<file path="src/hdl/rx_pkg.sv">
package rx_pkg;

    ////////////////////////////////////////////////////////////////////////////
    // input buffer geometry
    ////////////////////////////////////////////////////////////////////////////
    localparam int rx_bw      = 10;     // 1024 words, pointers are rx_bw+1 wide
    localparam int rx_max_len = 9600;   // jumbo limit in bytes

    ////////////////////////////////////////////////////////////////////////////
    // wishbone register map
    ////////////////////////////////////////////////////////////////////////////
    localparam int wb_aw = 4;
    localparam int wb_dw = 32;

    // word addresses
    localparam logic [wb_aw-1:0] csr_ctrl     = 4'd0;   // bit 0 rx enable
    localparam logic [wb_aw-1:0] csr_fwd_cnt  = 4'd1;   // write clears
    localparam logic [wb_aw-1:0] csr_drop_cnt = 4'd2;   // write clears
    localparam logic [wb_aw-1:0] csr_fill     = 4'd3;   // read only, words in use

    // one ibuf word
    // a frame is a descriptor word followed by its payload words
    typedef union packed {
        logic [63:0] raw;           // payload beat as received
        struct packed {
            logic [15:0] rsvd_hi;
            logic [15:0] len;       // frame length in bytes, bits 47:32
            logic [31:0] rsvd_lo;
        } desc;
    } rx_word_u;

endpackage

</file>
<file path="src/hdl/rx_csr.sv">
`timescale 1ns/100ps

module rx_csr #(
    parameter int BW = rx_pkg::rx_bw
) (
    input  logic                     m_axis_aclk,
    input  logic                     m_axis_aresetp,
    // wishbone classic slave
    input  logic [rx_pkg::wb_aw-1:0] wb_adr,
    input  logic [rx_pkg::wb_dw-1:0] wb_dat_i,
    output logic [rx_pkg::wb_dw-1:0] wb_dat_o,
    input  logic                     wb_we,
    input  logic                     wb_stb,
    input  logic                     wb_cyc,
    output logic                     wb_ack,
    // datapath events and pointers
    input  logic                     frame_sent,
    input  logic                     frame_dropped,
    input  logic [BW:0]              committed_prod,
    input  logic [BW:0]              committed_cons,
    output logic                     rx_enable
);

    logic                     req;
    logic                     wr_req;
    logic [rx_pkg::wb_dw-1:0] fwd_cnt;
    logic [rx_pkg::wb_dw-1:0] drop_cnt;
    logic [BW:0]              fill;

    assign req    = wb_cyc && wb_stb && !wb_ack;   // ack drops the request for a cycle
    assign wr_req = req && wb_we;
    assign fill   = committed_prod - committed_cons;

    ////////////////////////////////////////////////////////////////////////////
    // control and counters
    ////////////////////////////////////////////////////////////////////////////
    always_ff @(posedge m_axis_aclk or negedge m_axis_aresetp) begin
        if (!m_axis_aresetp) begin
            wb_ack    <= 1'b0;
            rx_enable <= 1'b0;
            fwd_cnt   <= '0;
            drop_cnt  <= '0;
        end else begin
            wb_ack <= req;
            if (wr_req && wb_adr == rx_pkg::csr_ctrl)
                rx_enable <= wb_dat_i[0];
            // clear wins over a same cycle event
            if (wr_req && wb_adr == rx_pkg::csr_fwd_cnt)
                fwd_cnt <= '0;
            else if (frame_sent && fwd_cnt != '1)
                fwd_cnt <= fwd_cnt + 1'b1;     // saturates
            if (wr_req && wb_adr == rx_pkg::csr_drop_cnt)
                drop_cnt <= '0;
            else if (frame_dropped && drop_cnt != '1)
                drop_cnt <= drop_cnt + 1'b1;
        end
    end

    // read data, lands together with the ack
    always_ff @(posedge m_axis_aclk) begin
        if (req) begin
            case (wb_adr)
                rx_pkg::csr_ctrl:     wb_dat_o <= {{(rx_pkg::wb_dw-1){1'b0}}, rx_enable};
                rx_pkg::csr_fwd_cnt:  wb_dat_o <= fwd_cnt;
                rx_pkg::csr_drop_cnt: wb_dat_o <= drop_cnt;
                rx_pkg::csr_fill:     wb_dat_o <= {{(rx_pkg::wb_dw-BW-1){1'b0}}, fill};
                default:              wb_dat_o <= '0;
            endcase
        end
    end

    a_ack_in_cycle: assert property (@(posedge m_axis_aclk) disable iff (!m_axis_aresetp)
        wb_ack |-> wb_cyc && wb_stb);

endmodule

</file>
<file path="config.mk">
export PLATFORM = sky130hd
export DESIGN_NAME = rx_csr
export DESIGN_NICKNAME = d
export VERILOG_FILES = /design/src/hdl/rx_pkg.sv /design/src/hdl/rx_csr.sv
export SDC_FILE = /design/constraint.sdc
export NUM_CORES = 1
export LEC_CHECK = 0
export BUFFER_PORTS_ARGS = -buffer_cell sky130_fd_sc_hd__buf_2
export CAP_MARGIN = 20
export CORE_AREA = 2 2 96 98
export CTS_BUF_LIST = sky130_fd_sc_hd__clkbuf_4
export DETAILED_ROUTE_END_ITERATION = 16
export DIE_AREA = 0 0 98 100
export HOLD_SLACK_MARGIN = 0.12
export PLACE_DENSITY = 0.85
export SETUP_SLACK_MARGIN = 0.15
export SLEW_MARGIN = 20
export SYNTH_ARGS = -nofsm -noshare
export SYNTH_HDL_FRONTEND = slang
export SYNTH_SLANG_ARGS = --single-unit
</file>
<file path="constraint.sdc">
create_clock -name m_axis_aclk -period 5.2 [get_ports m_axis_aclk]
set_clock_uncertainty 0.05 [all_clocks]
set_input_delay 1.04 -clock m_axis_aclk [delete_from_list [all_inputs] [get_ports m_axis_aclk]]
set_output_delay 1.04 -clock m_axis_aclk [all_outputs]
set_load 0.05 [all_outputs]
</file>
==> out/results.ini <==
[status]
status = completed

[clock_tree]
cts_setup_buffers = 0
numCtsBuffers = 9
cts_htree_levels = 3
clk_pin_slew_ns = 0.14
clkSinkCount = 98
cts_tree = done
cts_resized = 0
clkLatencyLatePin_ns = 0.45
cts_buffer_depth = 2
cts_root_buf = clkbuf_4
holdBufCountCts = 0

[min_path]
hp-start = rx_enable
hold_path_class = reg -> reg
hold_depth = 1
whs_endpoint = rx_enable

[critical_path]
end_kind = flop
critPathKind = in -> reg
reg2reg_from = drop_cnt[25]
r2r_slack_ns = 2.74
reg2regPathDepth = 6
startpoint_type = input port
critical_path.max_fanout = 32
timing.rr.end = drop_cnt[23]
worst_ep_required_time_ns = 5.48
crit_arrival_ns = 3.01

[drt]
vias = 4206
drt_iter0_markers = 330
viasPerCell = 6.167
wl_mm = 11.91
firstDrtPassIters = 5
drc = 0
ant_nets = 0
wire_per_inst_um = 17.46

[run]
cap_viol_max_count = 0

[floorplan]
die_y_um = 100
io_pins = 99
start_util = 0.5831
die_w_um = 98
die_area_um2 = 9800
num_rows = 35
core-area_um2 = 8890

[synthesis]
ys_seq_elements = 98
synth-edff-count = 32
netlist_area_um2 = 5184
ys_seq_area_frac = 0.5040
syn_avg_cell_area_um2 = 10.29
syn_inst = 504
synth_top_flop_cell = dfrtp_1
async_reset_ff_frac = 0.6735
syn_nets = 582
synth.distinct_cells = 56
ys_warn_count = 0

[place]
port_buffers = 67
gp_congestion = 0.8108
placed_cells = 666
dp_hpwl_mm = 8.375
dp_slack_ns = 2.064

[global_route]
overflow = 0
grt_pass1_wl_mm = 19.18
antenna_found_initial = 0
grt_max_degree = 40
grt_pass1_vias = 3940
grt_use_total = 0.2425

[finish]
nFillCells = 709
synthToLayoutAreaGrowth_pct = 11.37
final_nets = 644
antenna-diode-count = 0
final_core_util = 0.6494
fin_cells = 682
final_common_cell = buf_2
drive_gt1_frac = 0.1769
mostFrequentLayoutCells = buf_2 (67), dfrtp_1 (66), nor2_1 (65)

[timing]
tightest_slew_ns = 0.7919
finalSetupViolations = 0
slew_violations = 0
period_needed_ns = 2.726
fmax_ghz = 0.3668
worst_slack_ns = 2.474
fin_crit_sh = 0.5243
final_hold_viol_count = 0
max-slew-margin-rel = 0.4715
rsz0062_at_grt = false
setup_tns_ns = 0

[power_and_ir_drop]
leakage_nw = 2.515
ir_drop_mv = 0.2047
power_density_nw_per_um2 = 305.1
finalPower_mw = 1.761

-- cell families after synthesis --
family / after synthesis / synth area share
simple gates: 201 / 0.2006
flops: 98 / 0.5040
compound gates: 85 / 0.1192
xor+xnor: 62 / 0.1048
buf+inv: 43 / 0.03452
fa+ha+maj: 13 / 0.03283
mux: 2 / 0.004103
-- metrics by stage --
step	instance area [um2]	hold slack (ns)
floorplan	5184	0.4688
global placement	5615	0.4715
detailed placement	5617	0.4991
CTS	5773	0.5328
finish	5773	0.5240
global route	5773	0.5557
-- registers in the layout, summed over array words and instances (netlist names) --
| register | flops |
|---|---|
| rx_enable | 1 |
| wb_dat_o | 32 |
| drop_cnt | 32 |
| wb_ack | 1 |
| fwd_cnt | 32 |
-- how the worst max path moves through the flow --
stage,from,endpoint,slack [ns],cells past startpoint
2_1_floorplan,wb_cyc,fwd_cnt[0],1.67,6
3_3_place_gp,wb_adr[0],drop_cnt[6],2.03,5
3_5_place_dp,wb_adr[3],fwd_cnt[21],2.06,8
4_1_cts,wb_adr[3],fwd_cnt[21],2.53,8
5_1_grt,wb_adr[3],fwd_cnt[21],2.33,8
6_report,wb_adr[3],fwd_cnt[21],2.47,8
-- worst max-delay path, cell delays in order --
cell,delay [ns]
buf_2,0.12
nor2_1,0.14
nand2_1,0.08
nor2_2,0.61
buf_4,0.37
and3_1,0.19
buf_4,0.34
nor2_1,0.11
-- power by group --
part | leakage, nW | internal (mW) | switching (mW) | total [mW]
sequential | 1.19 | 0.885 | 0.117 | 1.00
clock | 0.0838 | 0.197 | 0.246 | 0.443
combinational | 1.25 | 0.131 | 0.185 | 0.316
-- final cells by class --
| class | instances | area (um2) | area share |
|---|---|---|---|
| clock buffer | 10 | 75.07 | 0.01300 |
| clock inverter | 6 | 81.33 | 0.01409 |
| inverter | 22 | 82.58 | 0.01430 |
| multi-input combinational | 363 | 2410 | 0.4174 |
| sequential | 98 | 2613 | 0.4525 |
| tap | 111 | 138.9 | 0.02406 |
| timing repair buffer | 72 | 372.9 | 0.06459 |
-- Yosys cell counts (4+ instances only) --
cell type | number | area share
nor2_1 | 67 | 0.049
dfrtp_1 | 66 | 0.32
xor2_1 | 35 | 0.059
edfxtp_1 | 32 | 0.19
nand3_1 | 30 | 0.029
xnor2_1 | 27 | 0.046
nand2_1 | 23 | 0.017
inv_1 | 22 | 0.016
a22o_1 | 21 | 0.035
o21ai_0 | 21 | 0.020
nand4_1 | 18 | 0.022
clkbuf_1 | 17 | 0.012
nor3_1 | 13 | 0.013
and3_1 | 12 | 0.014
ha_1 | 12 | 0.029
a21oi_1 | 10 | 0.0097
a22oi_1 | 8 | 0.012
and4_1 | 7 | 0.012
or3_1 | 7 | 0.0084
nor4_1 | 4 | 0.0048
-- metal layers --
metal	vias up	track usage	share of wire
met2	149	0.3967	0.50
met5	-	0	0
li1	1949	-	-
met4	0	0.08868	0.017
met1	2086	0.3310	0.42
met3	22	0.03900	0.062
(Power assumes the default switching activity.)
