File: src/hdl/rx_pkg.sv
package rx_pkg;

    ////////////////////////////////////////////////////////////////////////////
    // input buffer geometry
    ////////////////////////////////////////////////////////////////////////////
    localparam int rx_bw      = 10;     // 1024 words, pointers are rx_bw+1 wide
    localparam int rx_max_len = 9600;   // jumbo limit in bytes

    ////////////////////////////////////////////////////////////////////////////
    // wishbone register map
    ////////////////////////////////////////////////////////////////////////////
    localparam int wb_aw = 4;
    localparam int wb_dw = 32;

    // word addresses
    localparam logic [wb_aw-1:0] csr_ctrl     = 4'd0;   // bit 0 rx enable
    localparam logic [wb_aw-1:0] csr_fwd_cnt  = 4'd1;   // write clears
    localparam logic [wb_aw-1:0] csr_drop_cnt = 4'd2;   // write clears
    localparam logic [wb_aw-1:0] csr_fill     = 4'd3;   // read only, words in use

    // one ibuf word
    // a frame is a descriptor word followed by its payload words
    typedef union packed {
        logic [63:0] raw;           // payload beat as received
        struct packed {
            logic [15:0] rsvd_hi;
            logic [15:0] len;       // frame length in bytes, bits 47:32
            logic [31:0] rsvd_lo;
        } desc;
    } rx_word_u;

endpackage

File: src/hdl/ibuf2axis.sv
`timescale 1ns/100ps

module ibuf2axis #(
    parameter int BW = rx_pkg::rx_bw
) (
    input  logic             m_axis_aclk,
    input  logic             m_axis_aresetp,
    input  logic [BW:0]      committed_prod,
    output logic [BW:0]      committed_cons,
    // ibuf read port
    output logic [BW-1:0]    rd_addr,
    input  rx_pkg::rx_word_u rd_data,
    // axis out
    output logic [63:0]      m_axis_tdata,
    output logic [7:0]       m_axis_tstrb,
    output logic [127:0]     m_axis_tuser,     // length in 15:0
    output logic             m_axis_tvalid,
    output logic             m_axis_tlast,
    input  logic             m_axis_tready,
    output logic             frame_sent
);

    // fetch side
    logic [BW:0]  rd_ptr;        // next word to read
    logic [BW:0]  rd_left;       // payload reads still to issue
    logic         hdr_wait;      // descriptor on rd_data
    logic         pay_vld;       // payload word on rd_data
    logic         pay_last;
    logic [15:0]  len;
    logic [16:0]  len_rnd;
    logic         issue_hdr;
    logic         issue_pay;

    // two word prefetch
    logic [63:0]  fq_data [2];
    logic [15:0]  fq_len  [2];
    logic [1:0]   fq_last;
    logic         fq_wp;
    logic         fq_rp;
    logic [1:0]   fq_cnt;
    logic         push;
    logic         pop;

    logic         acc_last;
    logic [16:0]  out_rnd;

    // last beat strobes from len mod 8, zero means a full word
    function automatic logic [7:0] last_strb(input logic [15:0] n);
        logic [7:0] s;
        s = (8'h01 << n[2:0]) - 8'h01;
        return (n[2:0] == 3'd0) ? 8'hff : s;
    endfunction

    ////////////////////////////////////////////////////////////////////////////
    // read scheduling
    ////////////////////////////////////////////////////////////////////////////
    assign rd_addr   = rd_ptr[BW-1:0];
    assign len_rnd   = {1'b0, rd_data.desc.len} + 17'd7;
    assign issue_hdr = !hdr_wait && (rd_left == '0) && (rd_ptr != committed_prod);
    // words held + in flight stay within two
    assign issue_pay = (rd_left != '0) &&
                       (((fq_cnt + {1'b0, pay_vld}) < 2'd2) || pop);

    always_ff @(posedge m_axis_aclk or negedge m_axis_aresetp) begin
        if (!m_axis_aresetp) begin
            rd_ptr   <= '0;
            rd_left  <= '0;
            hdr_wait <= 1'b0;
            pay_vld  <= 1'b0;
        end else begin
            hdr_wait <= issue_hdr;
            pay_vld  <= issue_pay;
            if (issue_hdr || issue_pay)
                rd_ptr <= rd_ptr + 1'b1;
            if (hdr_wait)
                rd_left <= (BW+1)'(len_rnd[16:3]);   // ceil(len/8)
            else if (issue_pay)
                rd_left <= rd_left - 1'b1;
        end
    end

    always_ff @(posedge m_axis_aclk) begin
        pay_last <= issue_pay && (rd_left == (BW+1)'(1));
        if (hdr_wait)
            len <= rd_data.desc.len;
    end

    ////////////////////////////////////////////////////////////////////////////
    // prefetch fifo
    ////////////////////////////////////////////////////////////////////////////
    assign push = pay_vld;
    assign pop  = (fq_cnt != 2'd0) && (!m_axis_tvalid || m_axis_tready);

    always_ff @(posedge m_axis_aclk or negedge m_axis_aresetp) begin
        if (!m_axis_aresetp) begin
            fq_wp  <= 1'b0;
            fq_rp  <= 1'b0;
            fq_cnt <= 2'd0;
        end else begin
            if (push)
                fq_wp <= !fq_wp;
            if (pop)
                fq_rp <= !fq_rp;
            fq_cnt <= fq_cnt + {1'b0, push} - {1'b0, pop};
        end
    end

    always_ff @(posedge m_axis_aclk) begin
        if (push) begin
            fq_data[fq_wp] <= rd_data.raw;
            fq_len[fq_wp]  <= len;
            fq_last[fq_wp] <= pay_last;
        end
    end

    ////////////////////////////////////////////////////////////////////////////
    // output register
    ////////////////////////////////////////////////////////////////////////////
    assign acc_last   = m_axis_tvalid && m_axis_tready && m_axis_tlast;
    assign frame_sent = acc_last;
    assign out_rnd    = {1'b0, m_axis_tuser[15:0]} + 17'd7;

    always_ff @(posedge m_axis_aclk or negedge m_axis_aresetp) begin
        if (!m_axis_aresetp) begin
            m_axis_tvalid  <= 1'b0;
            committed_cons <= '0;
        end else begin
            if (pop)
                m_axis_tvalid <= 1'b1;
            else if (m_axis_tready)
                m_axis_tvalid <= 1'b0;
            // release descriptor + payload back to the writer
            if (acc_last)
                committed_cons <= committed_cons + (BW+1)'(out_rnd[16:3]) + 1'b1;
        end
    end

    always_ff @(posedge m_axis_aclk) begin
        if (pop) begin
            m_axis_tdata <= fq_data[fq_rp];
            m_axis_tlast <= fq_last[fq_rp];
            m_axis_tstrb <= fq_last[fq_rp] ? last_strb(fq_len[fq_rp]) : 8'hff;
            m_axis_tuser <= {112'd0, fq_len[fq_rp]};
        end
    end

    a_axis_hold: assert property (@(posedge m_axis_aclk) disable iff (!m_axis_aresetp)
        m_axis_tvalid && !m_axis_tready |=>
            m_axis_tvalid && $stable(m_axis_tdata) && $stable(m_axis_tstrb) &&
            $stable(m_axis_tuser) && $stable(m_axis_tlast));

endmodule

File: config.mk
export PLATFORM = sky130hd
export DESIGN_NAME = ibuf2axis
export DESIGN_NICKNAME = d
export VERILOG_FILES = /design/src/hdl/rx_pkg.sv /design/src/hdl/ibuf2axis.sv
export SDC_FILE = /design/constraint.sdc
export NUM_CORES = 1
export LEC_CHECK = 0
export ABC_CLOCK_PERIOD_IN_PS = 5750
export BUFFER_PORTS_ARGS = -buffer_cell sky130_fd_sc_hd__clkbuf_2
export CAP_MARGIN = 20
export CORE_MARGIN = 10
export CORE_UTILIZATION = 54
export CTS_CLUSTER_DIAMETER = 50
export CTS_CLUSTER_SIZE = 10
export DETAILED_ROUTE_END_ITERATION = 6
export HOLD_SLACK_MARGIN = 0.06
export PLACE_DENSITY_LB_ADDON = 0.12
export SETUP_SLACK_MARGIN = 0.05
export SLEW_MARGIN = 20
export SYNTH_ARGS = -nofsm -noshare
export SYNTH_HDL_FRONTEND = slang
export SYNTH_SLANG_ARGS = --single-unit
File: constraint.sdc
create_clock -name m_axis_aclk -period 5.75 [get_ports m_axis_aclk]
set_input_delay 0.8625 -clock m_axis_aclk [delete_from_list [all_inputs] [get_ports m_axis_aclk]]
set_output_delay 0.8625 -clock m_axis_aclk [all_outputs]
set_load 0.02 [all_outputs]
==> results.yml, run 1 <==
floorplanning:
  rows: 56
  die_h_um: 174
  dieWidth_um: 174
  initial_utilization_pct: 54.9
  io_pins: 302
  coreArea_um2: 23500
  die_area_um2: 30400
pwr:
  powerDensity_nw_per_um2: 605
  p_leak_nw: 5.84
  fin_total_pwr_mw: 8.97
  peakVddDrop_v: 0.000325
synthesis:
  ys_ff_latch: 308
  synth_compound_area_share_pct: 2.67
  synth-xor-area-share_pct: 3.95
  yosysTopAreaCellShare_pct: 62.3
  muxShareOfSynthArea_pct: 7.86
  yosys_warnings: 0
  synth_area_leader_cell: "edfxtp_1"
  syn_avg_cell_area_um2: 15.9
  synth_top_family_by_area: "buffers and inverters"
  synthFlopType: "edfxtp_1"
  synth_cells: 808
  synth_area_leaders: "edfxtp_1 62%, dfrtp_1 7.8%, buf_4 7.1%"
  yosys.area_share.simple_pct: 5.31
  synthArstFlopShare_pct: 13.0
  syn_area_um2: 12900
  synth-edff-count: 267
  synthDistinctLibCells: 55
  synth-seq-area-share_pct: 70.2
  synth_adder_area_share_pct: 1.81
setup_path:
  cp.required_ns: 6.18
  reg2reg_from: "m_axis_tuser[1]"
  cp_slowest_cell: "edfxtp_1"
  critPathMaxStageDelay_ns: 0.43
  crit_start: "m_axis_tuser[1]"
  arrival_ns: 3.63
  critical_path.most_common_cell: "xor2_1"
  reg2reg_to: "committed_cons[10]"
  rrSetupSlack_ns: 2.55
  endpoint: "committed_cons[10]"
  path_class: "reg2reg"
  crit_path_end_kind: "flip-flop"
  worstPathCellList: "o311a_1, and3_1, nand2_1, nor2_1, xor2_1, ha_1, a21oi_1, o21a_1, mux2_2, a211oi_1, mux2i_1, xor2_1"
  crit_path_start_kind: "flip-flop"
  cp_max_fo: 8
  ff2ff_path_depth: 12
placement:
  hpwlAfterDp_um: 16700
  place.gp.congestion: 0.768
  portBuffers: 189
sta:
  finalSetupTns_ns: 0
  worst_pin_slew_ns: 0.965
  fmax_ghz: 0.312
  rsz0062_at_grt: "false"
  fin_skew_ns: 0.0292
  hold_viol: 0
  fin_crit_ns: 3.20
  final-max-slew-violation-count: 0
  fin_crit_sh_pct: 55.7
  setup_viol: 0
  slew_headroom_pct: 35.6
clock_network:
  cts.sinks: 308
  path_clk_slew_ns: 0.05
  ctsResizeCount: 0
  cts_tree: "done"
  hold_buffers: 0
  post-cts-setup-buffer-count: 0
  cts_htree_levels: 2
  cts_max_path_buffers: 3
  numCtsBuffers: 38
  clockRootBuffer: "clkbuf_16"
  clk_latency_ns: 0.52
cells_and_area:
  regArea_um2: 9040
  layout.nets: 1111
  final.fill_count: 1760
  layout_common_cells: "267 x edfxtp_1, 189 x clkbuf_2, 113 x conb_1"
  multi_input_area_um2: 3220
  diodes: 0
  syn2layout_area_growth_pct: 15.1
  drive_gt1_share_pct: 32.2
  layout_commonest_cell: "edfxtp_1"
global_routing:
  grt_usage_pct: 15.8
  grt_pass1_vias: 7023
  globalRouteMet1Util_pct: 18.7
  grt_max_degree: 68
  gr-total-overflow: 0
  grtUsageMet2_pct: 26.3
  grt_pass1_wl_um: 38700
  antenna_found_initial: 0
  use_met3_pct: 6.07
  grt.busiest_layer: "met2"
run:
  maxCapViolations: 0
routing:
  drc: 0
  first_pass_iters: 4
  vias: 6627
  drt_wl_total_um: 24700
  drtAntennaViolNets: 0
  wl_per_cell_um: 18.2
  drt_iter0_drc: 387
  via_per_inst: 4.88
worst_hold_path:
  hp-class: "in2async"
outcome:
  status: "finished clean"
==> through the flow <==
stage	util, %	instance area, µm²	setup WS, ns	hold slack, ns	instances
3_5_place_dp	58.4	13700	2.55	0.421	1294
2_1_floorplan	-	13300	1.23	0.404	919
5_1_grt	63.1	14800	2.31	0.437	1359
3_3_place_gp	58.4	13700	2.61	0.413	1294
4_1_cts	63.1	14800	2.54	0.423	1359
6_report	63.1	14800	2.55	0.416	1359
==> critical path, delay by kind of cell (launching register included) <==
kind	cells	cell delay (ns)
compound gates	4	1.02
xor+xnor	2	0.30
fa+ha+maj	1	0.41
flops	1	0.43
mux	2	0.51
simple gates	3	0.46
==> cell usage after synthesis (all sizes together) (2+ instances only) <==
master,number
nor2,17
a31oi,4
mux2i,10
o21ai,16
a211oi,6
conb,2
inv,15
nand2b,7
edfxtp,267
and3,5
dfrtp,40
nor2b,2
a21o,2
ha,17
nand3,19
nand2,38
nand4,7
buf,128
xor2,31
nor3,9
xnor2,27
mux2,81
o31ai,4
and4,2
clkbuf,11
a21oi,6
and2,7
nor4,5
o21a,6
nand3b,3
==> area by class of cell <==
cell class	count	share of cell area (%)
clock buffer	59	7.09
tap	319	2.69
multi-input combinational	457	21.7
inverter	15	0.380
sequential	308	61.0
clock inverter	6	0.388
timing repair buffer	195	6.69
==> per-layer routing <==
metal	vias up	wire [µm]
li1	3140	-
met1	3201	9900
met3	43	2230
met4	0	522
met2	243	12100
met5	-	0
==> worst min-delay path by stage <==
stage | startpoint | to | slack, ns | cells past startpoint
after floorplan | pay_last | fq_last[0] | 0.40 | 0
after global placement | pay_last | fq_last[0] | 0.41 | 0
after detailed placement | pay_last | fq_last[0] | 0.42 | 0
after CTS | m_axis_aresetp | rd_ptr[5] | 0.42 | 2
after global routing | pay_last | fq_last[0] | 0.44 | 0
final | m_axis_aresetp | rd_ptr[5] | 0.42 | 2
==> cells by family (layout without fill, tap and decap cells) <==
logic type                 count (synthesis)  in the layout
DFF                                      308            308
buffers and inverters                    154            275
and+or+nand+nor                          125            125
muxes                                     91             91
xor gates and xnor gates                  58             58
AOI/OAI and AO/OA                         52             52
adders and majority gates                 18             18
other                                      2            113
==> sequential cells by signal, indices dropped and copies added, names as in the netlist, 8 cells and up <==
register        cells
len                16
m_axis_tuser       16
committed_cons     11
m_axis_tstrb        8
rd_left            11
rd_ptr             11
fq_data           128
m_axis_tdata       64
fq_len             32
==> power by group <==
part	internal, mW	switching (mW)
combinational	1.05	1.83
sequential	3.57	0.410
clock	1.26	0.849
total	5.88	3.09
Note: power is estimated with default switching activity, not from simulation.
==> run 2, diff against run 1 <==
Settings changed: ABC_AREA from default to 1, ABC_CLOCK_PERIOD_IN_PS 5750 to 2840, CORE_UTILIZATION 54 to 49.
Clock period 5.75 ns to 2.84 ns, I/O delays scaled along.
==> results.yml, run 2 <==
synthesis:
  synth-xor-area-share_pct: 2.50
  synth_area_leaders: "edfxtp_1 60%, nand2_1 11%, dfrtp_1 7.5%"
  synth_cells: 1149
  synth_compound_area_share_pct: 2.52
  yosys_warnings: 0
  muxShareOfSynthArea_pct: 0
  synthFlopType: "edfxtp_1"
  synthDistinctLibCells: 46
  synth-seq-area-share_pct: 67.8
  synth_area_leader_cell: "edfxtp_1"
  ys_ff_latch: 308
  synth_top_family_by_area: "simple AND/OR/NAND/NOR gates"
  synth-edff-count: 267
  synthArstFlopShare_pct: 13.0
  yosysTopAreaCellShare_pct: 60.2
  syn_avg_cell_area_um2: 11.6
  synth_adder_area_share_pct: 1.75
  synth.most_common_cell: "nand2_1"
  syn_area_um2: 13300
  synthTopCellsByCount: "387 x nand2_1, 267 x edfxtp_1, 124 x buf_4"
  yosys.area_share.simple_pct: 15.5
cells_and_area:
  post-route-util_pct: 57.6
  multi_input_area_um2: 3420
  layout.nets: 1454
  final.fill_count: 2259
  drive_gt1_share_pct: 20.3
  largest_register: "fq_data"
  regArea_um2: 9040
  layout_commonest_cell: "nand2_1"
  largest_reg_flops: 128
  layout_common_cells: "387 x nand2_1, 267 x edfxtp_1, 189 x clkbuf_2"
  reg.largest.list: "fq_data (128), m_axis_tdata (64), fq_len (32)"
  syn2layout_area_growth_pct: 16.2
sta:
  rsz0062_at_grt: "false"
  hold_viol: 0
  fin_crit_sh_pct: 88.5
  final-max-slew-violation-count: 0
  fin_ws_ns: 0.326
  fin_skew_ns: 0.0105
  fmax_ghz: 0.398
  setup_viol: 0
  slew_headroom_pct: 53.1
  worst_pin_slew_ns: 0.704
  finalSetupTns_ns: 0
  fin_crit_ns: 2.51
setup_path:
  crit_path_start_kind: "flip-flop"
  reg2reg_from: "m_axis_tuser[3]"
  rrSetupSlack_ns: 0.33
  path_class: "reg2reg"
  ff2ff_path_depth: 14
  arrival_ns: 2.92
  reg2reg_to: "committed_cons[9]"
  worstPathCellList: "nand2_1, a21oi_1, inv_1, nor2_1, nand2_1, xor2_1, inv_1, ha_1, inv_1, o21bai_1, o21ai_0, nand4_1, nand3_1, nand2_1"
  critPathMaxStageDelay_ns: 0.40
  cp.required_ns: 3.24
  cp_max_fo: 5
  crit_path_end_kind: "flip-flop"
  cp_slowest_cell: "edfxtp_1"
clock_network:
  clockRootBuffer: "clkbuf_16"
  post-cts-setup-buffer-count: 0
  clk_latency_ns: 0.52
  cts_max_path_buffers: 3
  numCtsBuffers: 40
  path_clk_slew_ns: 0.05
  cts_tree: "done"
  cts.sinks: 308
  cts_htree_levels: 2
global_routing:
  grt_max_degree: 92
  grt_pass1_vias: 7916
  grt_pass1_wl_um: 43100
  antenna_found_initial: 1
  gr-total-overflow: 0
  grt_usage_pct: 16.0
floorplanning:
  initial_utilization_pct: 49.6
  io_pins: 302
  die_area_um2: 34200
  dieWidth_um: 185
  rows: 60
  die_h_um: 185
  coreArea_um2: 26900
run:
  maxCapViolations: 0
routing:
  first_pass_iters: 5
  drtAntennaViolNets: 0
  drt_wl_total_um: 28200
  drt_iter0_drc: 456
  via_per_inst: 4.68
  drc: 0
  wl_per_cell_um: 16.3
  vias: 8073
pwr:
  p_leak_nw: 6.87
  peakVddDrop_v: 0.000618
  fin_total_pwr_mw: 19.3
  powerDensity_nw_per_um2: 1250
outcome:
  status: "finished clean"
worst_hold_path:
  holdPathStages: 1
  worstHoldStart: "rd_data[22]"
  hold_end: "fq_data[1][22]"
  hp-class: "in2reg"
placement:
  hpwlAfterDp_um: 19600
  place.gp.congestion: 0.843
  pre_cts_ws_ns: 0.240
  portBuffers: 189
## run 2: cell count changes after synthesis, moves of 7 or more
cell and change:
nand2_1 +349, mux2_2 -80, inv_1 +50, nand3_1 +33, nor2_1 +26, xor2_1 -15, mux2i_1 -10, a21oi_1 +8
nand2b_1 -7
## run 2: power by group
group	total, mW	leakage, nW	internal (mW)	switching (mW)
sequential	8.03	3.05	7.26	0.762
combinational	6.73	3.23	1.99	4.74
clock	4.58	0.583	2.80	1.78
total	19.3	6.87	12.1	7.28
## run 2: worst max path at each step
| stage | start | endpoint | slack (ns) | depth (start not counted) |
|---|---|---|---|---|
| after global placement | m_axis_tuser[1] | committed_cons[10] | 0.32 | 16 |
| after CTS | m_axis_tuser[1] | committed_cons[10] | 0.22 | 16 |
| after global routing | m_axis_tuser[3] | committed_cons[8] | 0.06 | 16 |
| final | m_axis_tuser[3] | committed_cons[9] | 0.33 | 14 |
| after floorplan | m_axis_tvalid | rd_ptr[6] | 0.07 | 6 |
| after detailed placement | m_axis_tuser[1] | committed_cons[10] | 0.24 | 16 |
## run 2: critical path: cells and delay by family, from the launching register on
kind                     cells  cell delay (ns)
AO/OA/AOI/OAI                3             0.67
XOR/XNOR                     1             0.13
adder cells (fa/ha/maj)      1             0.31
buffers and inverters        3             0.25
flip-flops                   1             0.40
AND/OR/NAND/NOR              6             0.64
## run 2: logic make-up after synthesis
logic type | after synthesis
buffers and inverters | 218
adders and majority gates | 18
AOI/OAI and AO/OA | 55
and+or+nand+nor | 510
DFF | 308
xor gates and xnor gates | 38
other | 2
## run 2: per-stage QoR
step                      instance area [µm²]  hold WS [ns]  instances
final                                   15500        0.0926       1726
after global routing                    15500        0.0685       1726
after CTS                               15500        0.0670       1725
after detailed placement                14200         0.433       1656
after global placement                  14200         0.410       1656
after floorplan                         13800         0.130       1260
## run 2: layout make-up
cell class | instances | share of cell area (%)
antenna | 1 | 0.0162
clock buffer | 58 | 7.18
clock inverter | 10 | 0.630
inverter | 69 | 1.69
multi-input combinational | 734 | 22.1
sequential | 308 | 58.4
tap | 341 | 2.76
timing repair buffer | 205 | 7.22
## run 2: repair_timing
action | in CTS | in global routing
setup endpoints to repair | 0 | 2
gates resized for setup | 0 | 4
endpoints found under the hold margin | 22 | 0
hold buffers | 1 | 0
## run 2: metal layers
metal  up-vias  routed length, µm  GRT usage (%)
li1       4018                  -              -
met3        46               2460           4.47
met4         0                594           5.27
met5         -                  0              0
met1      3735              11200           19.1
met2       274              13900           27.5
==> run 3, diff against run 2 <==
Settings changed: CORE_MARGIN 10 to default.
==> results.yml, run 3 (same netlist as run 2, synthesis figures left out) <==
sta:
  slew_headroom_pct: 52.5
  rsz0062_at_grt: "true"
  setup_viol: 0
  worst_pin_slew_ns: 0.713
  final-max-slew-violation-count: 0
  hold_viol: 0
  fmax_ghz: 0.390
  finalSetupTns_ns: 0
  fin_crit_ns: 2.56
  fin_skew_ns: 0.0107
  fin_crit_sh_pct: 90.2
cells_and_area:
  largest_register: "fq_data"
  drive_gt1_share_pct: 20.0
  layout_common_cells: "387 x nand2_1, 267 x edfxtp_1, 189 x clkbuf_2"
  syn2layout_area_growth_pct: 15.2
  reg.largest.list: "fq_data (128), m_axis_tdata (64), fq_len (32)"
  final.fill_count: 2138
  post-route-util_pct: 58.2
  layout_commonest_cell: "nand2_1"
  layout.nets: 1452
  diodes: 0
  largest_reg_flops: 128
pwr:
  p_seq_share_pct: 42.1
  clockPowerShare_pct: 22.6
  p_leak_nw: 6.81
  powerDensity_nw_per_um2: 1240
  p_int_mw: 11.8
  switching_share_pct: 37.7
  combinationalPowerShare_pct: 35.3
  switchingPower_mw: 7.16
  peakVddDrop_v: 0.000580
setup_path:
  cp_max_fo: 6
  crit_path_end_kind: "flip-flop"
  cp_slowest_cell: "edfxtp_1"
  worstPathCellList: "nor3_1, nor2_1, nand3_1, nor2_2, xnor2_1, inv_1, ha_1, nand2_1, nor2_1, nand3_1, nand3_1, inv_1, nand2_1, nand3_1, nand2_1, nand2_1"
  crit_path_start_kind: "flip-flop"
  rrSetupSlack_ns: 0.28
  arrival_ns: 2.96
  cp.required_ns: 3.24
  path_class: "reg2reg"
  reg2reg_to: "committed_cons[10]"
  ff2ff_path_depth: 16
  crit_start: "m_axis_tuser[1]"
  reg2reg_from: "m_axis_tuser[1]"
  critPathMaxStageDelay_ns: 0.40
clock_network:
  path_clk_slew_ns: 0.05
  clockRootBuffer: "clkbuf_16"
  cts_htree_levels: 2
  clk_latency_ns: 0.51
  numCtsBuffers: 38
  cts.sinks: 308
  cts_max_path_buffers: 3
  cts_tree: "done"
worst_hold_path:
  holdPathStages: 1
  hold_end: "fq_data[1][12]"
  hp-class: "in2reg"
  worstHoldStart: "rd_data[12]"
routing:
  drc: 0
  via_per_inst: 4.73
  drt_iter0_drc: 397
  vias: 8110
  drtAntennaViolNets: 0
  wl_per_cell_um: 15.0
  first_pass_iters: 4
  drt_wl_total_um: 25600
placement:
  portBuffers: 189
  hpwlAfterDp_um: 17200
  place.gp.congestion: 0.832
floorplanning:
  initial_utilization_pct: 50.6
  dieWidth_um: 167
  io_pins: 302
  rows: 59
  die_area_um2: 27900
  coreArea_um2: 26400
  die_h_um: 167
global_routing:
  grt_usage_pct: 18.5
  gr-total-overflow: 0
  antenna_found_initial: 0
  grt_pass1_wl_um: 40200
  grt_max_degree: 92
  grt_pass1_vias: 7526
outcome:
  status: "finished clean"
run:
  maxCapViolations: 0
[run 3: cell types whose count changed in the layout (fill, tap and decap cells not counted), sizes merged]
cell / delta
inv: -1
clkinv: -3
diode: -1
bufinv: -1
clkbuf: -1
[run 3: per-layer routing]
metal | up-vias | GRT usage (%) | share of wire [%]
met5 | - | 0 | 0
met4 | 0 | 7.37 | 3.1
met3 | 51 | 3.97 | 6.2
met2 | 256 | 31.9 | 50
met1 | 3794 | 22.7 | 41
li1 | 4009 | - | -
[run 3: worst max-delay path by stage]
stage               cells past startpoint                 end
CTS                                    16  committed_cons[10]
floorplan                               6           rd_ptr[6]
global placement                       16  committed_cons[10]
finish                                 16  committed_cons[10]
global route                           16  committed_cons[10]
detailed placement                     16  committed_cons[10]
[run 3: layout make-up]
cell class              count  area, µm²  area share [%]
well taps                 335        419            2.73
clock buffers              57       1050            6.86
multi-input cells         734       3410            22.2
flip-flops and latches    308       9040            58.9
repair buffers            205       1110            7.21
clock inverters             5       55.1           0.359
inverters                  69        260            1.70
[run 3: what timing repair did]
action                                  CTS  global route
hold endpoints to repair                 22             0
buffers inserted                          0             0
hold buffers                              1             0
endpoints found under the setup margin    0             4
gates resized for setup                   0             2
[run 3: power by group through the flow]
stage          Clock, mW  Combinational, mW  Sequential (mW)
2_1_floorplan          0               3.94             8.92
3_3_place_gp           0               6.71             8.06
3_5_place_dp           0               6.81             8.09
4_1_cts             4.40               6.82             8.02
5_1_grt             4.57               7.48             8.19
6_report            4.29               6.69             8.00
[run 3: metrics by stage]
stage	cell area (µm²)	setup WS [ns]	power [mW]	cells	hold WS [ns]
after floorplan	13800	0.0682	12.9	1260	0.130
after global placement	14200	0.355	14.8	1650	0.408
after detailed placement	14200	0.258	14.9	1650	0.427
after CTS	15300	0.244	19.2	1713	0.0766
after global routing	15300	0.0246	20.2	1713	0.0790
final	15300	0.278	19.0	1713	0.101
[run 3: worst max-delay path: cells and delay by family, from the launching register on]
kind,cells,cell delay (ns)
DFF,1,0.40
xor gates and xnor gates,1,0.15
and+or+nand+nor,12,1.44
adders and majority gates,1,0.36
buffers and inverters,2,0.10
