File: config.mk
export PLATFORM = sky130hd
export DESIGN_NAME = rx_frame_writer
export DESIGN_NICKNAME = d
export VERILOG_FILES = /design/src/hdl/rx_pkg.sv /design/src/hdl/rx_frame_writer.sv
export SDC_FILE = /design/constraint.sdc
export NUM_CORES = 1
export LEC_CHECK = 0
export BUFFER_PORTS_ARGS = -buffer_cell sky130_fd_sc_hd__buf_2
export CORE_MARGIN = 1
export CORE_UTILIZATION = 45
export CTS_BUF_LIST = sky130_fd_sc_hd__clkbuf_4
export CTS_CLUSTER_DIAMETER = 200
export DETAILED_ROUTE_END_ITERATION = 8
export GPL_ROUTABILITY_DRIVEN = 0
export PLACE_DENSITY = 0.83
export SKIP_LAST_GASP = 1
export SYNTH_ARGS = -nofsm -noshare
export SYNTH_HDL_FRONTEND = slang
export SYNTH_SLANG_ARGS = --single-unit
File: constraint.sdc
create_clock -name m_axis_aclk -period 9.6 [get_ports m_axis_aclk]
set_input_delay 0 -clock m_axis_aclk [delete_from_list [all_inputs] [get_ports m_axis_aclk]]
set_output_delay 0 -clock m_axis_aclk [all_outputs]
set_load 0.03 [all_outputs]
File: src/hdl/rx_pkg.sv
package rx_pkg;

    ////////////////////////////////////////////////////////////////////////////
    // input buffer geometry
    ////////////////////////////////////////////////////////////////////////////
    localparam int rx_bw      = 10;     // 1024 words, pointers are rx_bw+1 wide
    localparam int rx_max_len = 9600;   // jumbo limit in bytes

    ////////////////////////////////////////////////////////////////////////////
    // wishbone register map
    ////////////////////////////////////////////////////////////////////////////
    localparam int wb_aw = 4;
    localparam int wb_dw = 32;

    // word addresses
    localparam logic [wb_aw-1:0] csr_ctrl     = 4'd0;   // bit 0 rx enable
    localparam logic [wb_aw-1:0] csr_fwd_cnt  = 4'd1;   // write clears
    localparam logic [wb_aw-1:0] csr_drop_cnt = 4'd2;   // write clears
    localparam logic [wb_aw-1:0] csr_fill     = 4'd3;   // read only, words in use

    // one ibuf word
    // a frame is a descriptor word followed by its payload words
    typedef union packed {
        logic [63:0] raw;           // payload beat as received
        struct packed {
            logic [15:0] rsvd_hi;
            logic [15:0] len;       // frame length in bytes, bits 47:32
            logic [31:0] rsvd_lo;
        } desc;
    } rx_word_u;

endpackage

File: src/hdl/rx_frame_writer.sv
`timescale 1ns/100ps

module rx_frame_writer #(
    parameter int BW = rx_pkg::rx_bw
) (
    input  logic             m_axis_aclk,
    input  logic             m_axis_aresetp,
    // mac beats, cannot be stalled
    input  logic [63:0]      mac_data,
    input  logic [7:0]       mac_strb,
    input  logic             mac_valid,
    input  logic             mac_last,
    input  logic             mac_bad,
    input  logic             rx_enable,        // looked at on first beat only
    input  logic [BW:0]      committed_cons,
    output logic [BW:0]      committed_prod,   // also the descriptor slot of the open frame
    output logic             wr_en,
    output logic [BW-1:0]    wr_addr,
    output rx_pkg::rx_word_u wr_data,
    output logic             frame_dropped
);

    logic             in_frame;     // first beat seen, last not yet
    logic             dropping;     // frame already dropped, skip the rest
    logic             desc_pend;    // descriptor write this cycle
    logic [BW:0]      words;        // payload words stored
    logic [15:0]      byte_len;

    logic             sof;
    logic             skip;
    logic [BW:0]      cur_words;
    logic [15:0]      cur_len;
    logic [15:0]      new_len;
    logic [BW:0]      free;
    logic [BW:0]      beat_addr;
    logic             no_room;
    logic             too_long;
    logic             drop_now;
    logic             keep;
    rx_pkg::rx_word_u desc_word;

    ////////////////////////////////////////////////////////////////////////////
    // per beat decisions
    ////////////////////////////////////////////////////////////////////////////
    assign sof       = mac_valid && !in_frame;
    assign skip      = dropping && !sof;
    assign cur_words = sof ? '0 : words;
    assign cur_len   = sof ? '0 : byte_len;
    assign new_len   = cur_len + 16'($countones(mac_strb));   // last strb contiguous

    // depth minus committed occupancy
    assign free      = {1'b1, {BW{1'b0}}} - (committed_prod - committed_cons);
    // descriptor + words so far + this beat must fit
    assign no_room   = (cur_words + (BW+1)'(2)) > free;
    assign too_long  = new_len > 16'(rx_pkg::rx_max_len);

    assign drop_now  = mac_valid && !skip &&
                       ((sof && !rx_enable) || mac_bad || no_room || too_long);
    assign keep      = mac_valid && !skip && !drop_now;

    assign frame_dropped = drop_now;   // one pulse per frame

    always_comb begin
        desc_word          = '0;
        desc_word.desc.len = byte_len;
    end

    ////////////////////////////////////////////////////////////////////////////
    // buffer write port, descriptor has priority
    ////////////////////////////////////////////////////////////////////////////
    assign beat_addr = committed_prod + cur_words + 1'b1;   // payload after descriptor slot
    assign wr_en     = keep || desc_pend;
    assign wr_addr   = desc_pend ? committed_prod[BW-1:0] : beat_addr[BW-1:0];
    assign wr_data   = desc_pend ? desc_word : rx_pkg::rx_word_u'(mac_data);

    always_ff @(posedge m_axis_aclk or negedge m_axis_aresetp) begin
        if (!m_axis_aresetp) begin
            in_frame       <= 1'b0;
            dropping       <= 1'b0;
            desc_pend      <= 1'b0;
            words          <= '0;
            byte_len       <= '0;
            committed_prod <= '0;
        end else begin
            desc_pend <= 1'b0;
            if (mac_valid) begin
                in_frame <= !mac_last;
                dropping <= (drop_now || skip) && !mac_last;
            end
            if (keep) begin
                words     <= cur_words + 1'b1;
                byte_len  <= new_len;
                desc_pend <= mac_last;   // whole frame stored
            end
            // commit, visible to the reader one cycle after the descriptor write
            if (desc_pend)
                committed_prod <= committed_prod + words + 1'b1;
        end
    end

    ////////////////////////////////////////////////////////////////////////////
    // checks
    ////////////////////////////////////////////////////////////////////////////
    a_strb_full: assert property (@(posedge m_axis_aclk) disable iff (!m_axis_aresetp)
        mac_valid && !mac_last |-> mac_strb == 8'hff);

    a_strb_last: assert property (@(posedge m_axis_aclk) disable iff (!m_axis_aresetp)
        mac_valid && mac_last |-> mac_strb != 8'h00 && (mac_strb & 8'(mac_strb + 8'd1)) == 8'h00);

    // the descriptor write needs the cycle after a last beat
    a_ifg: assert property (@(posedge m_axis_aclk) disable iff (!m_axis_aresetp)
        mac_valid && mac_last |=> !mac_valid);

    a_no_overrun: assert property (@(posedge m_axis_aclk) disable iff (!m_axis_aresetp)
        (committed_prod - committed_cons) <= {1'b1, {BW{1'b0}}});

endmodule

==> metrics.md, run 1 <==
| Metric | Value |
|---|---|
| Status | `completed` |
| Critical Path RT | `9.60 ns` |
| CP max stage cell | `fa_1` |
| Top FF cell, synth | `dfrtp_1` |
| WL final | `14.1 mm` |
| Total track usage | `25.1%` |
| Post-CTS setup buffer count | `0` |
| Worst setup EP type | `primary output` |
| Slew Limit Fails | `0` |
| Pre-CTS setup slack | `4.05 ns` |
| Crit-path leading delay family | `simple AND/OR/NAND/NOR gates` |
| Drt drc | `0` |
| # diodes | `0` |
| # IOs | `176` |
| Critical Setup Path Class | `reg2out` |
| TritonCTS clock tree | `done` |
| Synth Register Bits | `41` |
| Fin util | `56.8%` |
| Final worst path period need | `5.78 ns` |
| Routed WL per cell | `15.7 microns` |
| Worst-path clk slew | `0.16 ns` |
| RSZ-0062 raised after global routing | `false` |
| Post-Synthesis Cells | `598` |
| First-pass iteration count of the detailed router | `5` |
| Fin crit share | `60.2%` |
| Worst R2R Setup Slack | `~4 ns` |
| Max incr delay on CP | `0.51 ns` |
| CTS Hold Bufs | `4` |
| Die height | `about 110 microns` |
| Startpoint Class | `flop` |
| Sink Count | `41` |
| Clock Path Buffers | `2` |
| Die ar. | `11200 sq um` |
| Synthesized area | `4860 sq um` |
| Total gr overflow | `0` |
| Antenna viol nets, final | `0` |
| Maximum vdd drop | `0.000216 V` |
| DP Cell Count | `884` |
| Critical Path Stages | `16` |
| Post-synth EDFFs | `0` |
| Max Cap Viol | `0` |
| HPWL after DPL | `between 10 and 15 mm` |
| Synthesized net count | `752` |
| Share of cells above drive strength 1 | `between 20% and 30%` |
| R2R Path Start | `in_frame$_DFFE_PN0P_` |
| Fmax | `0.173 GHz` |
| Sequential area share after synthesis | `roughly a fifth` |
| Final count of hold timing violations | `0` |
| R2R depth | `15` |
| DRT iter0 DRCs | `417` |
| Antenna violations before repair | `0` |
| Avg Cell Area, Syn | `between 8 and 9 sq um` |
| First-pass GRT wire length | `about 22 mm` |
| Ys async rst share | `between 90% and 100%` |
| CTS buffer count | `5` |
| Library cells used by synthesis | `66` |
| Setup TNS Final | `0 ns` |
| Slew HR | `about 34%` |
| Largest net degree at the start of global routing | `91` |
| Vias per cell | `between 5 and 6` |
| Leakage | `0.00305 uW` |
| Area grow syn2layout | `21.7%` |
| Clock root buffer master | `clkbuf_4` |
| End of the critical path | `wr_en` |
| Vias in the first global route | `4626` |
| Yosys warns | `0` |
| Std-Cell Rows | `37` |
| Layout Nets | `between 900 and 1000` |
| P per Cell Area | `roughly 220 nW/um^2` |
| Port Buffers | `~180` |
| Final setup viols | `0` |
| Fillers | `989` |
| Via count | `4955` |
| Core Region | `around 10000 sq um` |
| Die width | `106 microns` |
| Cts repair resizes | `0` |
| Cells along the critical path | `nand2b_1, buf_4, nand2_1, fa_1, fa_1, fa_1, fa_1, nand2b_1, a21oi_1, o22ai_1, a311o_1, or4_1, nor2_1, nand2_2, nand2b_1, buf_2` |
| Finished Layout Cells | `896` |
| Crit-path max FO | `30` |
| Actual slew at the worst max-slew pin | `approximately 0.99 ns` |
| CP arrival | `around 5.8 ns` |
| Starting density of the core | `46.7%` |
| Worst reg2reg path endpoint | `byte_len[9]$_DFFE_PN0P_` |
| CP startpoint | `in_frame$_DFFE_PN0P_` |
| Final Skew | `0.0312 ns` |
| Crit path setup slack, layout | `roughly 3.8 ns` |
| WP buf/inv | `2` |
| CTS HTree Levels | `2` |
| Hold Crit Class | `in2reg` |
| Clock Latency Late Sink | `0.38 ns` |
| Most used cell, CP | `fa_1` |
## sequential cells by signal, indices dropped and copies added (netlist names)
signal and cells:
byte_len 16, words 11, desc_pend 1, dropping 1, committed_prod 11, in_frame 1
## cell families (layout without fill, tap and decap cells)
group / after synthesis / count (layout) / synth area share [%]
DFF: 41 / 41 / 21.1
buffers and inverters: 76 / 238 / 6.51
xor gates and xnor gates: 36 / 36 / 6.48
AOI/OAI and AO/OA: 144 / 144 / 19.1
and+or+nand+nor: 213 / 213 / 23.6
muxes: 23 / 23 / 5.25
adders and majority gates: 65 / 65 / 18.0
## how the worst min path moves through the flow
stage / startpoint / endpoint / slack, ns / depth (start not counted)
finish: mac_bad / words[2]$_DFFE_PN0P_ / 0.1 / 4
global route: mac_bad / words[2]$_DFFE_PN0P_ / 0.18 / 4
CTS: mac_bad / words[2]$_DFFE_PN0P_ / 0.10 / 4
detailed placement: m_axis_aresetp / byte_len[7]$_DFFE_PN0P_ / 0.23 / 1
global placement: m_axis_aresetp / byte_len[14]$_DFFE_PN0P_ / 0.21 / 1
floorplan: m_axis_aresetp / byte_len[0]$_DFFE_PN0P_ / -0.30 / 0
## worst register-to-register path, cell delays in order, from the launching register on
cell	delay, ns
dfrtp_1	0.40
nand2b_1	0.11
buf_4	0.30
nand2_1	0.12
fa_1	0.51
fa_1	0.43
fa_1	0.43
fa_1	0.41
nand2b_1	0.19
a21oi_1	0.37
o22ai_1	0.15
a311o_1	0.28
or4_1	0.47
nand2b_1	0.59
nor2_4	0.37
mux2_2	0.36
## area by class of cell
type,count,area [sq um],area share [%]
multi-input combinational,481,3520,59.5
sequential,41,1030,17.4
timing repair buffer,182,938,15.9
inverter,48,180,3.04
tap,136,170,2.88
clock inverter,3,41.3,0.698
clock buffer,5,37.5,0.634
## per-layer routing
metal | up-vias | GRT usage (%) | routed length (microns)
met5 | - | 0 | 0
li1 | 2437 | - | -
met1 | 2305 | 30.0 | 5590
met3 | 17 | 2.94 | 889
met2 | 196 | 47.5 | 7430
met4 | 0 | 5.95 | 178
## cell usage in the layout, fill, tap and decap left out, types with 5 or more instances in the layout
cell	n
xor2_1	17
nand2b_1	10
o21ai_0	34
inv_1	48
a21oi_1	27
nand4_1	7
o211ai_1	9
fa_1	8
a211o_1	5
dfrtp_1	40
o31ai_1	7
a21o_1	12
o21ai_1	12
buf_2	175
nand3_1	16
and2_1	12
clkbuf_4	5
nor2_1	31
mux2_2	18
nand2_1	44
ha_1	57
a31oi_1	7
or3_1	9
and3_1	5
nor2b_1	51
xnor2_1	19
nor3_1	10
## per-stage QoR
step	total power [uW]	instance area, sq um	hold slack, ns
floorplan	911	4860	-0.296
CTS	1270	5920	0.101
finish	1270	5920	0.0998
global route	1380	5920	0.182
detailed placement	1150	5800	0.225
global placement	1120	5800	0.212
## Yosys cell counts (4+ instances only)
cell type,instances,share of area (%)
and2_1,12,1.5
nor4_1,4,0.51
nor2b_1,51,6.6
a211o_1,5,0.90
buf_2,4,0.41
nor2_1,31,2.4
xor2_1,17,3.1
nand3_1,16,1.6
nand2_1,44,3.4
inv_1,48,3.7
o211ai_1,9,1.4
nor3_1,10,1.0
a31oi_1,7,0.90
nand2b_1,10,1.3
mux2_2,18,4.2
fa_1,8,3.3
a21oi_1,27,2.8
o21ai_1,12,1.2
or3_1,9,1.2
nand4_1,7,0.90
ha_1,57,15
xnor2_1,19,3.4
dfrtp_1,41,21
clkbuf_1,18,1.4
o21ai_0,34,3.5
and3_1,5,0.64
o31ai_1,7,1.1
a21o_1,12,1.9
## where the power goes
group | switching (uW) | leakage (uW) | total [uW] | internal, uW
logic | 532 | 0.00249 | 878 | 346
registers | 64.5 | 0.000522 | 274 | 210
clock network | 66.7 | 0.0000389 | 121 | 53.9
total | 663 | 0.00305 | 1270 | 610
Power figures use the tool's default switching activity.
==> run 2: changes to the inputs <==
ABC_AREA = 1   (was unset)
PLACE_DENSITY = 0.85   (was 0.83)
clock period = 4.8 ns   (was 9.6 ns; I/O delays follow)
==> metrics.md, run 2 <==
| Metric | Value |
|---|---|
| Fin util | `56.0% (-0.82 points)` |
| Total gr overflow | `0 (unchanged)` |
| First-pass GRT wire length | `20.6 mm (-7.4%)` |
| CP max stage cell | `fa_1` |
| Crit-path max FO | `32 (+6.7%)` |
| Fin crit share | `approximately 92%` |
| Antenna viol nets, final | `0 (unchanged)` |
| WL final | `12.9 mm (-8.6%)` |
| # diodes | `0 (unchanged)` |
| Routed WL per cell | `12.0 microns (-24%)` |
| Clock Latency Late Sink | `0.37 ns (about the same)` |
| First-pass iteration count of the detailed router | `5 (unchanged)` |
| Most common cell after layout, fill and taps aside | `buf_2` |
| Largest net degree at the start of global routing | `71 (-22%)` |
| GR Util met3 | `3.28% (+0.34 points)` |
| Post-synth EDFFs | `0 (unchanged)` |
| CTS HTree Levels | `2 (unchanged)` |
| Starting density of the core | `46.2% (-0.52 points)` |
| Actual slew at the worst max-slew pin | `0.959 ns (-0.0315 ns)` |
| Clock root buffer master | `clkbuf_4` |
| Yosys top cell by area | `dfrtp_1` |
| Core Region | `10800 sq um (+3.6%)` |
| Avg Cell Area, Syn | `6.55 sq um (-19%)` |
| Worst-path clk slew | `0.13 ns (-0.03 ns)` |
| Final Skew | `0.0208 ns (-0.0104 ns)` |
| P per Cell Area | `424 nW/um^2 (+97%)` |
| Met2 global-route usage | `37.2% (-10 points)` |
| Die ar. | `11500 sq um (+2.4%)` |
| Fillers | `1037 (+4.9%)` |
| Share of cells above drive strength 1 | `24.0% (-4.3 points)` |
| Most frequent cells in the layout | `buf_2 (175), nand2_1 (162), inv_1 (144)` |
| Synthesized net count | `915 (+22%)` |
| Via count | `5219 (+5.3%)` |
| Count leader, synth | `nand2_1` |
| Total track usage | `22.3% (-2.8 points)` |
| Clock Path Buffers | `2 (unchanged)` |
| Top post-synthesis cells by count | `nand2_1 (162), inv_1 (144), nor2_1 (97)` |
| Top FF cell, synth | `dfrtp_1` |
| Slew Limit Fails | `0 (unchanged)` |
| RSZ-0062 raised after global routing | `false` |
| HPWL after DPL | `10.4 mm (-5.8%)` |
| Cells along the critical path | `inv_1, nand2_4, nand2_1, fa_1, fa_1, fa_1, fa_1, nor2_1, nor2_1, nor2_4, nand3_1, nand2_1, nand2_1, nor2_1, nand3_1, nand2_1, nand2_1, nand3_4, buf_6, nand2_1, buf_2` |
| Startpoint Class | `flop` |
| Sequential standard cell area | `1030 sq um (-0.12%)` |
| Crit path setup slack, layout | `0.365 ns (-3.46 ns)` |
| Ys async rst share | `100% (unchanged)` |
| Library cells used by synthesis | `39 (-41%)` |
| # IOs | `176 (unchanged)` |
| Max Cap Viol | `0 (unchanged)` |
| CTS buffer count | `5 (unchanged)` |
| Drt drc | `0 (unchanged)` |
| Maximum vdd drop | `0.000211 V (-2.6%)` |
| Slew HR | `36.1% (+2.1 points)` |
| Vias in the first global route | `4610 (-0.35%)` |
| Final count of hold timing violations | `0 (unchanged)` |
| Pre-CTS setup slack | `0.527 ns (-3.52 ns)` |
| Final Hold Slack | `0.103 ns (+0.00297 ns)` |
| DRT iter0 DRCs | `229 (-45%)` |
| Largest cells by area after synthesis | `dfrtp_1 (21%), ha_1 (14%), nand2_1 (12%)` |
| Most used cell, CP | `nand2_1` |
| Top flop regs | `byte_len: 16 flops, committed_prod: 11 flops, words: 11 flops` |
| Area share of the largest cell type after synthesis | `20.6% (-0.51 points)` |
| Synthesized area | `4980 sq um (+2.5%)` |
| Worst setup EP type | `primary output` |
| Setup TNS Final | `0 ns (unchanged)` |
| Sequential area share after synthesis | `20.6% (-0.51 points)` |
| Std-Cell Rows | `38 (+2.7%)` |
| Max incr delay on CP | `0.46 ns (-0.05 ns)` |
| Area grow syn2layout | `21.3%` |
| Die height | `107 microns (+1.2%)` |
| Routing usage on met1 | `29.8% (-0.16 points)` |
| Post-CTS setup buffer count | `0 (unchanged)` |
| Leakage | `0.00347 uW (+14%)` |
| Post-Synthesis Cells | `761 (+27%)` |
| Biggest register | `byte_len` |
| TritonCTS clock tree | `done` |
| Synth Register Bits | `41 (unchanged)` |
| Port Buffers | `175 (unchanged)` |
| Status | `completed` |
| Yosys warns | `0 (unchanged)` |
| Final setup viols | `0 (unchanged)` |
| Vias per cell | `4.87 (-12%)` |
| Final worst path period need | `between 4 and 5 ns` |
| Max reg flops | `16 (unchanged)` |
| Antenna violations before repair | `0 (unchanged)` |
| Critical Path RT | `4.80 ns (-4.80 ns)` |
| Fmax | `0.225 GHz` |
| Sink Count | `41 (unchanged)` |
| Hold Crit Class | `in2reg` |
| Layout Nets | `1084 (+19%)` |
| Die width | `107 microns (+1.2%)` |
| Area of the multi-input gates | `3290 sq um (-6.6%)` |
| CP arrival | `4.44 ns (-1.34 ns)` |
| Critical Setup Path Class | `reg2out` |
| Grt peak-use layer | `met2` |
[run 2: changes by cell type after synthesis, sizes merged, moves of 19 or more]
| cell | before | now |
|---|---|---|
| nand2 | 45 | 166 |
| inv | 48 | 147 |
| nor2 | 32 | 105 |
| nor2b | 51 | 0 |
| nand3 | 17 | 45 |
| mux2 | 20 | 0 |
| o21ai | 47 | 66 |
[run 2: report_power, final]
| group | leakage, uW | internal [uW] | total (uW) | switching [uW] |
|---|---|---|---|---|
| combinational | 0.00290 | 654 | 1860 | 1200 |
| sequential | 0.000542 | 429 | 529 | 100 |
| clock | 0.0000300 | 53.1 | 174 | 121 |
[run 2: layout make-up]
cell class	instances	area share, %
inverters	147	9.17
clock buffers	5	0.621
flip-flops and latches	41	17.0
clock inverters	3	0.207
multi-input cells	552	54.4
well taps	140	2.90
repair buffers	183	15.7
[run 2: final timing paths]
check | startpoint | endpoint | slack [ns] | depth (start not counted)
setup / recovery | in_frame$_DFFE_PN0P_ | wr_en | 0.36 | 21
hold / removal | mac_strb[4] | byte_len[0]$_DFFE_PN0P_ | 0.10 | 4
setup reg to reg | in_frame$_DFFE_PN0P_ | words[1]$_DFFE_PN0P_ | 0.59 | 22
hold reg to reg | byte_len[15]$_DFFE_PN0P_ | byte_len[15]$_DFFE_PN0P_ | 0.50 | 2
max in group asynchronous | m_axis_aresetp | desc_pend$_DFF_PN0_ | 3.83 | 2
min in group asynchronous | m_axis_aresetp | committed_prod[3]$_DFFE_PN0P_ | 0.30 | 2
[run 2: per-layer routing]
metal,vias to the layer above,share of wire (%)
li1,2744,-
met1,2309,47
met2,147,46
met3,19,5.5
met4,0,1.8
met5,-,0
[run 2: cells by family after synthesis]
group / synth area share (%)
AND/OR/NAND/NOR: 28.6
XOR/XNOR: 6.50
AO/OA/AOI/OAI: 13.4
adder cells (fa/ha/maj): 17.5
buffers and inverters: 13.4
flip-flops: 20.6
[run 2: stage by stage]
stage                     power (uW)  area [sq um]  std cells
after floorplan                 1900          4980        761
after global placement          2320          5960       1060
after detailed placement        2380          5960       1060
after CTS                       2560          6040       1071
after global routing            2830          6040       1071
final                           2560          6040       1071
[run 2: what timing repair did]
action | 4_1_cts | 5_1_grt
setup endpoints to repair | 0 | 1
gates resized for setup | 0 | 3
endpoints found under the hold margin | 44 | 0
hold buffers | 3 | 0
[run 2: critical path: cells and delay by family, from the launching register on]
family | cells | cell delay, ns
DFF | 1 | 0.39
adders and majority gates | 4 | 1.74
and+or+nand+nor | 14 | 1.40
buffers and inverters | 3 | 0.53
==> run 3: changes to the inputs <==
CORE_UTILIZATION = 48   (was 45)
PLACE_DENSITY = 0.89   (was 0.85)
==> metrics.md, run 3 (synthesis results as in run 2) <==
| Metric | Value |
|---|---|
| Antenna viol nets, final | `0 (unchanged)` |
| Sink Count | `41 (unchanged)` |
| Die height | `104 microns (-3.1%)` |
| Routed WL per cell | `12.3 microns (+2.6%)` |
| HPWL after DPL | `10.6 mm (+1.8%)` |
| Biggest register | `byte_len` |
| Slew Limit Fails | `0 (unchanged)` |
| Hold EP | `byte_len[0]$_DFFE_PN0P_` |
| Most common cell after layout, fill and taps aside | `buf_2` |
| Startpoint Class | `flop` |
| Layout Nets | `1085 (+0.092%)` |
| Total track usage | `24.8% (+2.4 points)` |
| Worst hold start | `mac_strb[4]` |
| Std-Cell Rows | `36 (-5.3%)` |
| Core Region | `9910 sq um (-8.2%)` |
| TritonCTS clock tree | `done` |
| Area grow syn2layout | `21.7%` |
| Actual slew at the worst max-slew pin | `0.676 ns (-0.283 ns)` |
| Final setup viols | `0 (unchanged)` |
| Port Buffers | `175 (unchanged)` |
| Total gr overflow | `0 (unchanged)` |
| WL final | `13.1 mm (+2.0%)` |
| Total power | `2650 uW (+3.6%)` |
| Pre-CTS setup slack | `0.545 ns (+0.0179 ns)` |
| Setup TNS Final | `0 ns (unchanged)` |
| Max reg flops | `16 (unchanged)` |
| Antenna violations before repair | `0 (unchanged)` |
| Largest net degree at the start of global routing | `71 (unchanged)` |
| Worst setup EP type | `primary output` |
| First-pass iteration count of the detailed router | `6 (+1)` |
| CTS HTree Levels | `2 (unchanged)` |
| Final Skew | `0.0188 ns (-0.00194 ns)` |
| # IOs | `176 (unchanged)` |
| DP Cell Count | `1054 (-0.57%)` |
| Clock root buffer master | `clkbuf_4` |
| Crit-path max FO | `32 (unchanged)` |
| Share of cells above drive strength 1 | `24.1% (+0.19 points)` |
| Via count | `5290 (+1.4%)` |
| DRT iter0 DRCs | `283 (+24%)` |
| Leakage | `0.00349 uW (+0.50%)` |
| Die width | `104 microns (-3.1%)` |
| P per Cell Area | `437 nW/um^2 (+3.2%)` |
| Final count of hold timing violations | `0 (unchanged)` |
| Die ar. | `10800 sq um (-6.1%)` |
| Critical Path RT | `4.80 ns (about the same)` |
| Most frequent cells in the layout | `buf_2 (175), nand2_1 (162), inv_1 (144)` |
| Final Hold Slack | `0.101 ns (-0.00195 ns)` |
| Fmax | `0.225 GHz (-0.25%)` |
| Finished Layout Cells | `1065 (-0.56%)` |
| # diodes | `0 (unchanged)` |
| CP arrival | `4.45 ns (about the same)` |
| Top flop regs | `byte_len: 16 flops, committed_prod: 11 flops, words: 11 flops` |
| Maximum vdd drop | `0.000248 V (+18%)` |
| Critical Setup Path Class | `reg2out` |
| Starting density of the core | `50.3% (+4.1 points)` |
| First-pass GRT wire length | `22.1 mm (+7.1%)` |
| Clock Latency Late Sink | `0.35 ns (-0.02 ns)` |
| R2R Path Start | `committed_prod[1]$_DFFE_PN0P_` |
| Crit path setup slack, layout | `0.354 ns (-0.0111 ns)` |
| Sequential standard cell area | `1030 sq um (unchanged)` |
| Worst-path clk slew | `0.13 ns (about the same)` |
| Worst reg2reg path endpoint | `byte_len[3]$_DFFE_PN0P_` |
| Slew HR | `54.9% (+19 points)` |
| Max Cap Viol | `0 (unchanged)` |
| Fin crit share | `92.6% (+0.23 points)` |
| Hold Crit Class | `in2reg` |
| Status | `completed` |
| Drt drc | `0 (unchanged)` |
| R2R depth | `27 (+23%)` |
| Final worst path period need | `4.45 ns (+0.0111 ns)` |
| Vias in the first global route | `4914 (+6.6%)` |
| Area of the multi-input gates | `3290 sq um (unchanged)` |
| Worst R2R Setup Slack | `0.62 ns (+0.03 ns)` |
| RSZ-0062 raised after global routing | `false` |
| Clock Path Buffers | `2 (unchanged)` |
| Post-CTS setup buffer count | `0 (unchanged)` |
| CTS buffer count | `5 (unchanged)` |
| Hold Path Cell Cnt | `4 (unchanged)` |
| Fillers | `930 (-10%)` |
| Vias per cell | `4.97 (+1.9%)` |
run 3: changes by cell type in the layout (fill, tap and decap cells not counted), sizes merged:
| cell | previous run | this run |
|---|---|---|
| bufinv | 0 | 1 |
| clkinv | 3 | 1 |
| buf | 180 | 181 |
| clkbuf | 5 | 6 |
run 3: area by class of cell:
class | instances | area share, %
Inverter | 147 | 9.14
Tap cell | 133 | 2.74
Multi-Input combinational cell | 552 | 54.2
Clock buffer | 6 | 0.742
Timing Repair Buffer | 184 | 15.7
Sequential cell | 41 | 17.0
Clock inverter | 2 | 0.557
run 3: what timing repair did:
item                       4_1_cts  5_1_grt
resized for setup                0        2
setup endpoints to repair        0        1
hold buffers                     3        0
hold endpoints to repair        44        0
run 3: through the flow:
| stage | utilization (%) | cell area, sq um |
|---|---|---|
| finish | 61.2 | 6070 |
| global placement | 60.1 | 5960 |
| CTS | 61.2 | 6070 |
| detailed placement | 60.1 | 5960 |
| floorplan | - | 4980 |
| global route | 61.2 | 6070 |
run 3: worst max path at each step:
stage,start,endpoint,slack [ns],cells past startpoint
6_report,in_frame$_DFFE_PN0P_,wr_en,0.35,21
5_1_grt,in_frame$_DFFE_PN0P_,wr_en,0.006,21
4_1_cts,committed_prod[1]$_DFFE_PN0P_,wr_en,0.24,27
3_5_place_dp,committed_prod[1]$_DFFE_PN0P_,byte_len[9]$_DFFE_PN0P_,0.54,27
3_3_place_gp,mac_strb[0],byte_len[12]$_DFFE_PN0P_,0.69,19
2_1_floorplan,in_frame$_DFFE_PN0P_,words[1]$_DFFE_PN0P_,1.0,23
run 3: metal layers:
metal / part of all wire (%) / global-route usage, % / vias up
met5: 0 / 0 / -
met4: 2.3 / 6.73 / 0
met3: 7.4 / 3.76 / 22
met2: 48 / 43.8 / 227
met1: 42 / 31.2 / 2304
li1: - / - / 2737
run 3: where the power goes:
part	total, uW	switching [uW]	internal [uW]
clock network	233	119	114
logic	1890	1220	664
registers	534	105	429
run 3: worst max-delay path, stage by stage, from the launching register on:
cell,delay [ns]
dfrtp_1,0.38
inv_1,0.11
nand2_4,0.06
nand2_1,0.09
fa_1,0.43
fa_1,0.47
fa_1,0.42
fa_1,0.42
nor2_1,0.15
nor2_1,0.10
nor2_4,0.19
nand3_1,0.09
nand2_1,0.11
nand2_1,0.05
nor2_1,0.09
nand3_1,0.08
nand2_1,0.08
nand2_1,0.10
nand3_4,0.08
buf_4,0.31
nand2_1,0.07
buf_2,0.20
